## config.mk

```make
export PLATFORM = sky130hd
export DESIGN_NAME = dsp_router
export DESIGN_NICKNAME = d
export VERILOG_FILES = /design/src/dsp_bus_pkg.sv /design/src/dsp_sig_pkg.sv /design/src/dsp_ctrl_regs.sv /design/src/dsp_dac_sum.sv /design/src/dsp_router.sv /design/src/dsp_source_mux.sv
export SDC_FILE = /design/constraint.sdc
export NUM_CORES = 1
export LEC_CHECK = 0
export BUFFER_PORTS_ARGS = -buffer_cell sky130_fd_sc_hd__buf_4
export CORE_ASPECT_RATIO = 0.8
export CORE_MARGIN = 5
export CORE_UTILIZATION = 45
export CTS_CLUSTER_SIZE = 20
export DETAILED_ROUTE_END_ITERATION = 8
export GPL_TIMING_DRIVEN = 0
export PLACE_DENSITY = 0.63
export SYNTH_ARGS = -nofsm -noshare
export SYNTH_HDL_FRONTEND = slang
export SYNTH_SLANG_ARGS = --single-unit
```

## constraint.sdc

```tcl
create_clock -name clk_i -period 5.3 [get_ports clk_i]
set_clock_uncertainty 0.05 [all_clocks]
set_input_delay 0.265 -clock clk_i [delete_from_list [all_inputs] [get_ports clk_i]]
set_output_delay 0.265 -clock clk_i [all_outputs]
set_load 0.02 [all_outputs]
```

## src/dsp_bus_pkg.sv

```systemverilog
`default_nettype none

// register bus of the router, one request per strobe
package dsp_bus_pkg;

   typedef struct packed {
      logic [31:0] addr;    // offset in 15:0, channel index above
      logic [31:0] wdata;
      logic        wen;     // write strobe
      logic        ren;     // read strobe
   } bus_req_t;

   typedef struct packed {
      logic [31:0] rdata;
      logic        ack;     // one cycle after the strobe
      logic        err;     // held low
   } bus_rsp_t;

   //////////////////////////////////////////////////
   // register offsets, addr[15:0]

   localparam logic [15:0] OFS_IN_SEL  = 16'h0000;   // route.src
   localparam logic [15:0] OFS_OUT_SEL = 16'h0004;   // route.dac
   localparam logic [15:0] OFS_SAT     = 16'h0008;   // {sat_b, sat_a}
   localparam logic [15:0] OFS_SRC     = 16'h0010;   // raw source value

   localparam int IDX_LSB = 16;   // channel index starts here

endpackage

`default_nettype wire

```

## src/dsp_sig_pkg.sv

```systemverilog
`default_nettype none

// sample, sum and routing types of the signal router
package dsp_sig_pkg;

   //////////////////////////////////////////////////
   // widths

   localparam int SAMPLE_W = 14;   // adc/dac sample width
   localparam int SEL_W    = 4;    // source code width, 16 codes

   //////////////////////////////////////////////////
   // data types

   typedef logic signed [SAMPLE_W-1:0] sample_t;
   // one sample widened for the adder tree
   typedef logic signed [SAMPLE_W+SEL_W-1:0] sum_t;

   typedef logic [SEL_W-1:0] src_sel_t;   // source code

   // last code is no source, selecting it gives zero
   localparam src_sel_t SRC_NONE = src_sel_t'(2**SEL_W - 1);

   // direct output destination of one channel
   typedef struct packed {
      logic out2;   // add into dac2
      logic out1;   // add into dac1
   } dac_sel_t;

   // full routing of one channel, 6 bits
   typedef struct packed {
      src_sel_t src;   // which source feeds the input
      dac_sel_t dac;   // where the direct output goes
   } route_t;

endpackage

`default_nettype wire

```

## src/dsp_ctrl_regs.sv

```systemverilog
`timescale 1ns/1ps
`default_nettype none

module dsp_ctrl_regs #(
   parameter int SLOTS = 4
) (
   input  wire                                   clk_i,
   input  wire                                   rstn_i,
   input  wire dsp_bus_pkg::bus_req_t            bus_i,
   output dsp_bus_pkg::bus_rsp_t                 bus_o,
   output dsp_sig_pkg::route_t [SLOTS+3:0]       routes_o,    // one per routed channel
   input  wire dsp_sig_pkg::sample_t [SLOTS+5:0] src_vals_i,  // source table, readback
   input  wire                                   sat_a_i,
   input  wire                                   sat_b_i
);

   localparam int CHANS = SLOTS + 4;   // slots, scope/gen pair, pwm pair
   localparam int SRCS  = SLOTS + 6;   // slots, gens, adcs, dacs
   localparam int IDX_W = 4;           // addr[19:16]
   localparam int SEL_W = dsp_sig_pkg::SEL_W;
   localparam int SMP_W = dsp_sig_pkg::SAMPLE_W;

   // default sources
   localparam dsp_sig_pkg::src_sel_t SRC_ADC1 = dsp_sig_pkg::src_sel_t'(SLOTS + 2);
   localparam dsp_sig_pkg::src_sel_t SRC_ADC2 = dsp_sig_pkg::src_sel_t'(SLOTS + 3);

   dsp_sig_pkg::route_t [CHANS-1:0] route_q;   // routing table
   logic [15:0]                     ofs;
   logic [IDX_W-1:0]                idx;
   logic                            bus_en;
   logic [31:0]                     rdata_d;
   logic [31:0]                     rdata_q;
   logic                            ack_q;

   assign ofs    = bus_i.addr[15:0];
   assign idx    = bus_i.addr[dsp_bus_pkg::IDX_LSB +: IDX_W];
   assign bus_en = bus_i.wen | bus_i.ren;   // read or write, one request

   //////////////////////////////////////////////////
   // routing table and write decode

   always_ff @(posedge clk_i) begin
      if (!rstn_i) begin
         for (int c = 0; c < CHANS; c++) begin
            route_q[c].src <= SRC_ADC1;   // slots and scope1 watch adc1
            route_q[c].dac <= '0;         // nothing summed into the dacs
         end
         route_q[SLOTS+1].src <= SRC_ADC2;   // scope2
         route_q[SLOTS+2].src <= dsp_sig_pkg::SRC_NONE;   // pwm0 off
         route_q[SLOTS+3].src <= dsp_sig_pkg::SRC_NONE;   // pwm1 off
      end else if (bus_i.wen && (idx < CHANS)) begin
         if (ofs == dsp_bus_pkg::OFS_IN_SEL) begin
            route_q[idx].src <= bus_i.wdata[SEL_W-1:0];
         end
         // pwm channels have no direct output
         if ((ofs == dsp_bus_pkg::OFS_OUT_SEL) && (idx < SLOTS + 2)) begin
            route_q[idx].dac <= bus_i.wdata[1:0];
         end
      end
   end

   assign routes_o = route_q;

   //////////////////////////////////////////////////
   // read mux

   always_comb begin
      rdata_d = '0;   // unmapped reads answer zero
      case (ofs)
         dsp_bus_pkg::OFS_IN_SEL: begin
            if (idx < CHANS) begin
               rdata_d = {{(32-SEL_W){1'b0}}, route_q[idx].src};
            end
         end
         dsp_bus_pkg::OFS_OUT_SEL: begin
            if (idx < CHANS) begin
               rdata_d = {30'b0, route_q[idx].dac};
            end
         end
         dsp_bus_pkg::OFS_SAT: begin
            rdata_d = {30'b0, sat_b_i, sat_a_i};
         end
         dsp_bus_pkg::OFS_SRC: begin
            // raw bits, no sign extension
            if (idx < SRCS) begin
               rdata_d = {{(32-SMP_W){1'b0}}, src_vals_i[idx]};
            end
         end
         default: begin
            rdata_d = '0;
         end
      endcase
   end

   //////////////////////////////////////////////////
   // response, one cycle after the strobe

   always_ff @(posedge clk_i) begin
      if (!rstn_i) begin
         ack_q <= 1'b0;
      end else begin
         ack_q <= bus_en;   // no back-pressure
      end
   end

   always_ff @(posedge clk_i) begin
      rdata_q <= rdata_d;
   end

   assign bus_o = '{rdata: rdata_q, ack: ack_q, err: 1'b0};

endmodule

`default_nettype wire

```

## src/dsp_dac_sum.sv

```systemverilog
`timescale 1ns/1ps
`default_nettype none

module dsp_dac_sum #(
   parameter int SLOTS = 4
) (
   input  wire                                   clk_i,
   input  wire                                   rstn_i,
   input  wire dsp_sig_pkg::sample_t [SLOTS+1:0] direct_i,   // slot returns, then gens
   input  wire                       [SLOTS+1:0] enable_i,   // out1 or out2 bit per channel
   output dsp_sig_pkg::sample_t                  dac_o,
   output logic                                  sat_o
);

   localparam int LANES  = 8;   // tree width, unused lanes stay zero
   localparam int SMP_W  = dsp_sig_pkg::SAMPLE_W;
   localparam int SEL_W  = dsp_sig_pkg::SEL_W;
   localparam int SUM_W  = $bits(dsp_sig_pkg::sum_t);

   dsp_sig_pkg::sample_t [LANES-1:0] dir_pad;   // direct samples padded to 8
   logic [LANES-1:0]                 en_pad;
   dsp_sig_pkg::sum_t [LANES-1:0]    lane;      // masked, sign extended
   dsp_sig_pkg::sum_t [LANES/2-1:0]  pair_q;    // stage 1
   dsp_sig_pkg::sum_t [1:0]          quad_q;    // stage 2
   dsp_sig_pkg::sum_t                total_q;   // stage 3
   logic                             ovf;
   dsp_sig_pkg::sample_t             clip;
   dsp_sig_pkg::sample_t             dac_q;     // stage 4
   logic                             sat_q;

   assign dir_pad = (LANES*SMP_W)'(direct_i);
   assign en_pad  = LANES'(enable_i);

   // zero every disabled lane before the tree
   always_comb begin
      for (int i = 0; i < LANES; i++) begin
         if (en_pad[i]) begin
            lane[i] = {{SEL_W{dir_pad[i][SMP_W-1]}}, dir_pad[i]};
         end else begin
            lane[i] = '0;
         end
      end
   end

   //////////////////////////////////////////////////
   // registered adder tree, a new sample every cycle

   always_ff @(posedge clk_i) begin
      if (!rstn_i) begin
         pair_q  <= '0;
         quad_q  <= '0;
         total_q <= '0;
         dac_q   <= '0;
         sat_q   <= 1'b0;
      end else begin
         for (int i = 0; i < LANES/2; i++) begin
            pair_q[i] <= lane[2*i] + lane[2*i+1];
         end
         quad_q[0] <= pair_q[0] + pair_q[1];
         quad_q[1] <= pair_q[2] + pair_q[3];
         total_q   <= quad_q[0] + quad_q[1];   // 8 samples fit in 18 bits
         dac_q     <= clip;
         sat_q     <= ovf;                     // flag lines up with the clipped sample
      end
   end

   //////////////////////////////////////////////////
   // saturation to the sample range

   // out of range when the bits above the sample msb disagree with the sign
   assign ovf  = (total_q[SUM_W-1:SMP_W-1] != '0) && (total_q[SUM_W-1:SMP_W-1] != '1);
   assign clip = ovf ? {total_q[SUM_W-1], {(SMP_W-1){~total_q[SUM_W-1]}}}   // max or min
                     : total_q[SMP_W-1:0];

   assign dac_o = dac_q;
   assign sat_o = sat_q;

endmodule

`default_nettype wire

```

## src/dsp_router.sv

```systemverilog
`timescale 1ns/1ps
`default_nettype none

module dsp_router #(
   parameter int SLOTS = 4   // processing slots
) (
   input  wire                                   clk_i,
   input  wire                                   rstn_i,
   input  wire dsp_sig_pkg::sample_t             adc_a_i,
   input  wire dsp_sig_pkg::sample_t             adc_b_i,
   input  wire dsp_sig_pkg::sample_t [1:0]       gen_i,        // generator samples
   input  wire dsp_sig_pkg::sample_t [SLOTS-1:0] slot_ret_i,   // returns from the slots
   output dsp_sig_pkg::sample_t [SLOTS-1:0]      slot_sig_o,   // selected slot inputs
   output dsp_sig_pkg::sample_t [1:0]            scope_o,
   output dsp_sig_pkg::sample_t [1:0]            pwm_o,
   output dsp_sig_pkg::sample_t                  dat_a_o,      // dac1
   output dsp_sig_pkg::sample_t                  dat_b_o,      // dac2
   input  wire dsp_bus_pkg::bus_req_t            bus_i,
   output dsp_bus_pkg::bus_rsp_t                 bus_o
);

   wire dsp_sig_pkg::route_t  [SLOTS+3:0] routes;
   wire dsp_sig_pkg::sample_t [SLOTS+5:0] src_vals;
   wire dsp_sig_pkg::sample_t [SLOTS+3:0] chan_sig;
   wire dsp_sig_pkg::sample_t [SLOTS+1:0] direct;   // slot returns double as direct outputs
   wire [SLOTS+1:0]                       en_a;
   wire [SLOTS+1:0]                       en_b;
   wire                                   sat_a;
   wire                                   sat_b;

   assign direct = {gen_i, slot_ret_i};

   for (genvar c = 0; c < SLOTS + 2; c++) begin : g_en
      assign en_a[c] = routes[c].dac.out1;
      assign en_b[c] = routes[c].dac.out2;
   end

   // channel order: slots, scope pair, pwm pair
   assign slot_sig_o = chan_sig[SLOTS-1:0];
   assign scope_o    = chan_sig[SLOTS+1:SLOTS];
   assign pwm_o      = chan_sig[SLOTS+3:SLOTS+2];

   //////////////////////////////////////////////////
   // blocks

   dsp_ctrl_regs #(.SLOTS(SLOTS)) u_regs (
      .clk_i(clk_i), .rstn_i(rstn_i), .bus_i(bus_i), .bus_o(bus_o),
      .routes_o(routes), .src_vals_i(src_vals), .sat_a_i(sat_a), .sat_b_i(sat_b)
   );

   dsp_source_mux #(.SLOTS(SLOTS)) u_mux (
      .routes_i(routes), .slot_ret_i(slot_ret_i), .gen_i(gen_i),
      .adc_a_i(adc_a_i), .adc_b_i(adc_b_i), .dac_a_i(dat_a_o), .dac_b_i(dat_b_o),
      .src_vals_o(src_vals), .chan_sig_o(chan_sig)
   );

   dsp_dac_sum #(.SLOTS(SLOTS)) u_sum_a (
      .clk_i(clk_i), .rstn_i(rstn_i), .direct_i(direct), .enable_i(en_a),
      .dac_o(dat_a_o), .sat_o(sat_a)
   );

   dsp_dac_sum #(.SLOTS(SLOTS)) u_sum_b (
      .clk_i(clk_i), .rstn_i(rstn_i), .direct_i(direct), .enable_i(en_b),
      .dac_o(dat_b_o), .sat_o(sat_b)
   );

endmodule

`default_nettype wire

```

## src/dsp_source_mux.sv

```systemverilog
`timescale 1ns/1ps
`default_nettype none

module dsp_source_mux #(
   parameter int SLOTS = 4
) (
   input  wire dsp_sig_pkg::route_t  [SLOTS+3:0] routes_i,
   input  wire dsp_sig_pkg::sample_t [SLOTS-1:0] slot_ret_i,  // slot returns
   input  wire dsp_sig_pkg::sample_t [1:0]       gen_i,       // generator 1, 2
   input  wire dsp_sig_pkg::sample_t             adc_a_i,
   input  wire dsp_sig_pkg::sample_t             adc_b_i,
   input  wire dsp_sig_pkg::sample_t             dac_a_i,     // fed back from the summers
   input  wire dsp_sig_pkg::sample_t             dac_b_i,
   output dsp_sig_pkg::sample_t [SLOTS+5:0]      src_vals_o,  // table in code order
   output dsp_sig_pkg::sample_t [SLOTS+3:0]      chan_sig_o   // selected input per channel
);

   localparam int CHANS = SLOTS + 4;
   localparam int SRCS  = SLOTS + 6;

   //////////////////////////////////////////////////
   // source table
   //   0..SLOTS-1      slot returns
   //   SLOTS, +1       generators
   //   SLOTS+2, +3     adcs
   //   SLOTS+4, +5     dacs

   assign src_vals_o = {
      dac_b_i,
      dac_a_i,
      adc_b_i,
      adc_a_i,
      gen_i,
      slot_ret_i   // lowest codes
   };

   //////////////////////////////////////////////////
   // per channel select

   always_comb begin
      for (int c = 0; c < CHANS; c++) begin
         if ((routes_i[c].src != dsp_sig_pkg::SRC_NONE) &&
             (routes_i[c].src < SRCS)) begin
            chan_sig_o[c] = src_vals_o[routes_i[c].src];
         end else begin
            chan_sig_o[c] = '0;   // no source or code past the table
         end
      end
   end

endmodule

`default_nettype wire

```

==> summary.txt <==
Status
  • Status: finished with violations
  • Failing checks: negative hold slack, max-capacitance violations, max-slew violations

Worst setup path
  • Critical Path RT: 4.99 ns
  • WS Path Type: register to primary output
  • Crit Path Max Fanout: 10
  • Worst Path Arrival: 3.71 ns
  • Critical Path Start Type: register
  • Setup crit end kind: primary output

Logic synthesis
  • Synth area leader: dfxtp_1
  • Post-synthesis async set-or-reset flop share: 0
  • Cells after Synth: roughly 2.8k
  • Yosys warns: 0
  • Top cell type's share of synthesized area: 0.2286
  • Avg Cell Area, Syn: 9.786 um^2
  • Top FF cell, synth: dfxtp_1
  • Synth top area cells: dfxtp_1 23%, mux4_2 22%, mux2i_1 11%, ha_1 7.0%, and2_1 5.0%
  • EDFF count, synth: 0
  • Synthesized cell area: 27,060 um^2
  • Seq/Total Area, Yosys: 0.2286
  • Netlist cell types: between 80 and 90
  • #FFs+latches synth: 309

Layout
  • # nets final: 3,456
  • Area of the multi-input gates: 19,380 um^2
  • FILL cells: about 5.4k
  • P&R area growth vs syn: 16.76%
  • Layout cells sized above 1: 0.2333
  • Register cell area after layout: 6186 um^2
  • Commonest cells after routing, fill and taps aside: 309 x buf_4, 309 x dfxtp_1, 301 x mux2i_1
  • Post-layout util: 0.5305

Clocking
  • Clock Tree Buf Depth: 3
  • TritonCTS Buffers: 37
  • Clock latency on the worst-skew pair: about 0.58 ns
  • CTS tree: yes
  • Max H-tree Level: 2
  • CTS clk-pin slew, worst paths: 0.09 ns
  • Clock Sinks: 309
  • Root buf cell: clkbuf_16

Place
  • Number of buffers added on ports: 287
  • DP Wirelength: 102,200 um
  • Last weighted congestion value of the routability-driven placer: 1.095

Timing
  • Final total negative setup slack: 0 ns
  • RSZ-0062 raised after global routing: no
  • Period utilization: 0.7592
  • Max-slew violations: 34
  • Finish-stage setup viols: 0
  • Max Clock Freq: 248.5 MHz
  • Final Hold Slack: -0.01263 ns
  • Tmin final: between 4 and 5 ns
  • Worst relative slew slack: -0.06979
  • Hold Violations, Final: 2
  • Worst slew pin tran: between 1.5 and 2 ns

Floorplanning
  • Die X: about 280 um
  • Initial Utilization: 0.4543
  • Die area: around 65,000 um^2
  • Row count: 80
  • Die height: around 230 um
  • Core area: 59,560 um^2
  • IO Pins: between 300 and 400

Power
  • Peak supply drop: 0.0002522 V
  • Int Pwr: 4.173 mW
  • Switching share of power: 0.2932
  • Clock network power share: 0.450
  • Part of the power in registers: 0.393
  • PD cells: 186.9 nW/um^2
  • Switching power: 1.731 mW
  • Comb power frac: 0.157
  • Static leakage: 13.93 nW
  • Total design power: 5.904 mW

Global routing
  • First-pass GRT wire length: 184,500 um
  • Global Route Usage Sum: 0.3889
  • Vias in the first global route: 25.47k
  • Initial antenna violation count: 19
  • Largest net degree at the start of global routing: 14
  • Grt ovf: 0

Route
  • DR iter-0 viols: ~4.1k
  • Final WL: 133,600 um
  • Wire per inst: 33.91 um
  • Vias: between 20k and 30k
  • Initial DRT Pass Iterations: 7
  • Routed length on met1: approximately 52,000 um
  • Via density: 6.835
  • DR top layer: met5
  • DR DRC count: 0
  • Post-route ant nets: 0
  • DR WL met3: 20,810 um
  • Routed wl met2: 52,960 um

Job
  • Max-Cap Viols: 3

Hold path
  • Worst hold-check path type: primary input to register
[layer usage]
metal | track usage | vias up
li1 | - | 10960
met1 | 0.5191 | 13130
met2 | 0.5353 | 2336
met3 | 0.1832 | 516
met4 | 0.1700 | 4
met5 | 0.01397 | -
[stage by stage]
step	hold slack, ns	cell area (um^2)	instances	setup WS, ns
global route	0.01291	31550	3922	1.461
finish	-0.01263	31590	3941	1.276
CTS	0.0001876	31540	3921	1.603
detailed placement	0.3677	30260	3849	1.521
floorplan	0.3308	27130	2783	2.675
global placement	0.3746	30260	3849	1.639
[logic make-up after synthesis]
logic type | after synthesis | synth area share
AND/OR/NAND/NOR | 711 | 0.1416
buffers and inverters | 374 | 0.05748
other | 1 | 0.0001386
XOR/XNOR | 93 | 0.03010
multiplexers | 568 | 0.3319
flip-flops | 309 | 0.2286
AO/OA/AOI/OAI | 547 | 0.1324
adder cells (fa/ha/maj) | 162 | 0.07768
[Yosys cell counts (6+ instances only)]
| library cell | number |
|---|---|
| ha_1 | 152 |
| and3_1 | 14 |
| mux2i_1 | 301 |
| or3_1 | 10 |
| buf_1 | 27 |
| o21ai_1 | 6 |
| clkbuf_1 | 213 |
| nand4_1 | 11 |
| buf_4 | 22 |
| o31ai_1 | 8 |
| inv_1 | 59 |
| nand2_1 | 113 |
| a211o_1 | 6 |
| dfxtp_1 | 309 |
| nand2b_1 | 23 |
| nor2_1 | 183 |
| a21o_1 | 61 |
| nor2b_1 | 33 |
| o22a_1 | 11 |
| a21oi_1 | 116 |
| o22ai_1 | 116 |
| nor3b_1 | 11 |
| nor3_1 | 40 |
| o21a_1 | 57 |
| a211oi_1 | 20 |
| and2_1 | 215 |
| a31oi_1 | 18 |
| o211ai_1 | 8 |
| o21ai_0 | 68 |
| xor2_1 | 47 |
| buf_2 | 51 |
| o21bai_1 | 8 |
| fa_1 | 10 |
| nand3_1 | 13 |
| xnor2_1 | 46 |
| mux4_2 | 263 |
[timing repair]
action	in CTS	in global routing
setup buffers	0	0
hold buffers	5	0
hold endpoints to repair	11	0
resized for setup	0	0
[area by class of cell]
type                       count  share of cell area
tap                          779             0.03085
clock buffer                  45             0.03248
inverter                      59            0.007010
buffer                       315             0.04230
multi-input combinational   2100              0.6136
clock inverter                22            0.006614
antenna                       20            0.001584
sequential                   309              0.1958
timing repair buffer         292             0.06978
[path summary, 6_finish.rpt]
path                                    start  slack, ns                       endpoint  cells after the start
max           u_regs.routes_o[9]$_SDFFE_PN1P_       1.28                 slot_sig_o[17]                      6
min reg2reg     u_sum_a.pair_q[44]$_SDFF_PN0_       0.38  u_sum_a.quad_q[26]$_SDFF_PN0_                      1
min                                 bus_i[37]      -0.01   u_regs.rdata_q[3]$_SDFF_PN0_                      4
max reg2reg  u_regs.routes_o[30]$_SDFFE_PN0P_       1.63  u_sum_a.pair_q[50]$_SDFF_PN0_                     12
[flip-flops by register name, indices dropped and copies added, names as in the netlist]
| signal | cells |
|---|---|
| u_sum_b.quad_q | 36 |
| u_sum_b.pair_q | 54 |
| u_sum_a.sat_o | 1 |
| u_regs.routes_o | 48 |
| u_sum_b.total_q | 18 |
| u_sum_a.total_q | 18 |
| u_regs.ack_q | 1 |
| u_regs.rdata_q | 14 |
| u_sum_b.dac_o | 14 |
| u_sum_b.sat_o | 1 |
| u_sum_a.quad_q | 36 |
| u_sum_a.dac_o | 14 |
| u_sum_a.pair_q | 54 |
[power groups by stage]
stage / Clock (mW) / Combinational (mW) / Sequential (mW)
floorplan: 0 / 0.445 / 2.37
global placement: 0 / 0.868 / 2.37
detailed placement: 0 / 0.874 / 2.37
CTS: 2.67 / 0.879 / 2.32
global route: 2.77 / 0.926 / 2.32
finish: 2.65 / 0.927 / 2.32
[worst max-delay path: stages (launching register included)]
cell	delay, ns
dfxtp_1	0.38
buf_1	0.94
nor2_1	0.12
nand2_1	0.23
clkbuf_1	0.84
o22ai_1	0.36
buf_4	0.26
No activity file was read; power rests on OpenSTA's default activity.
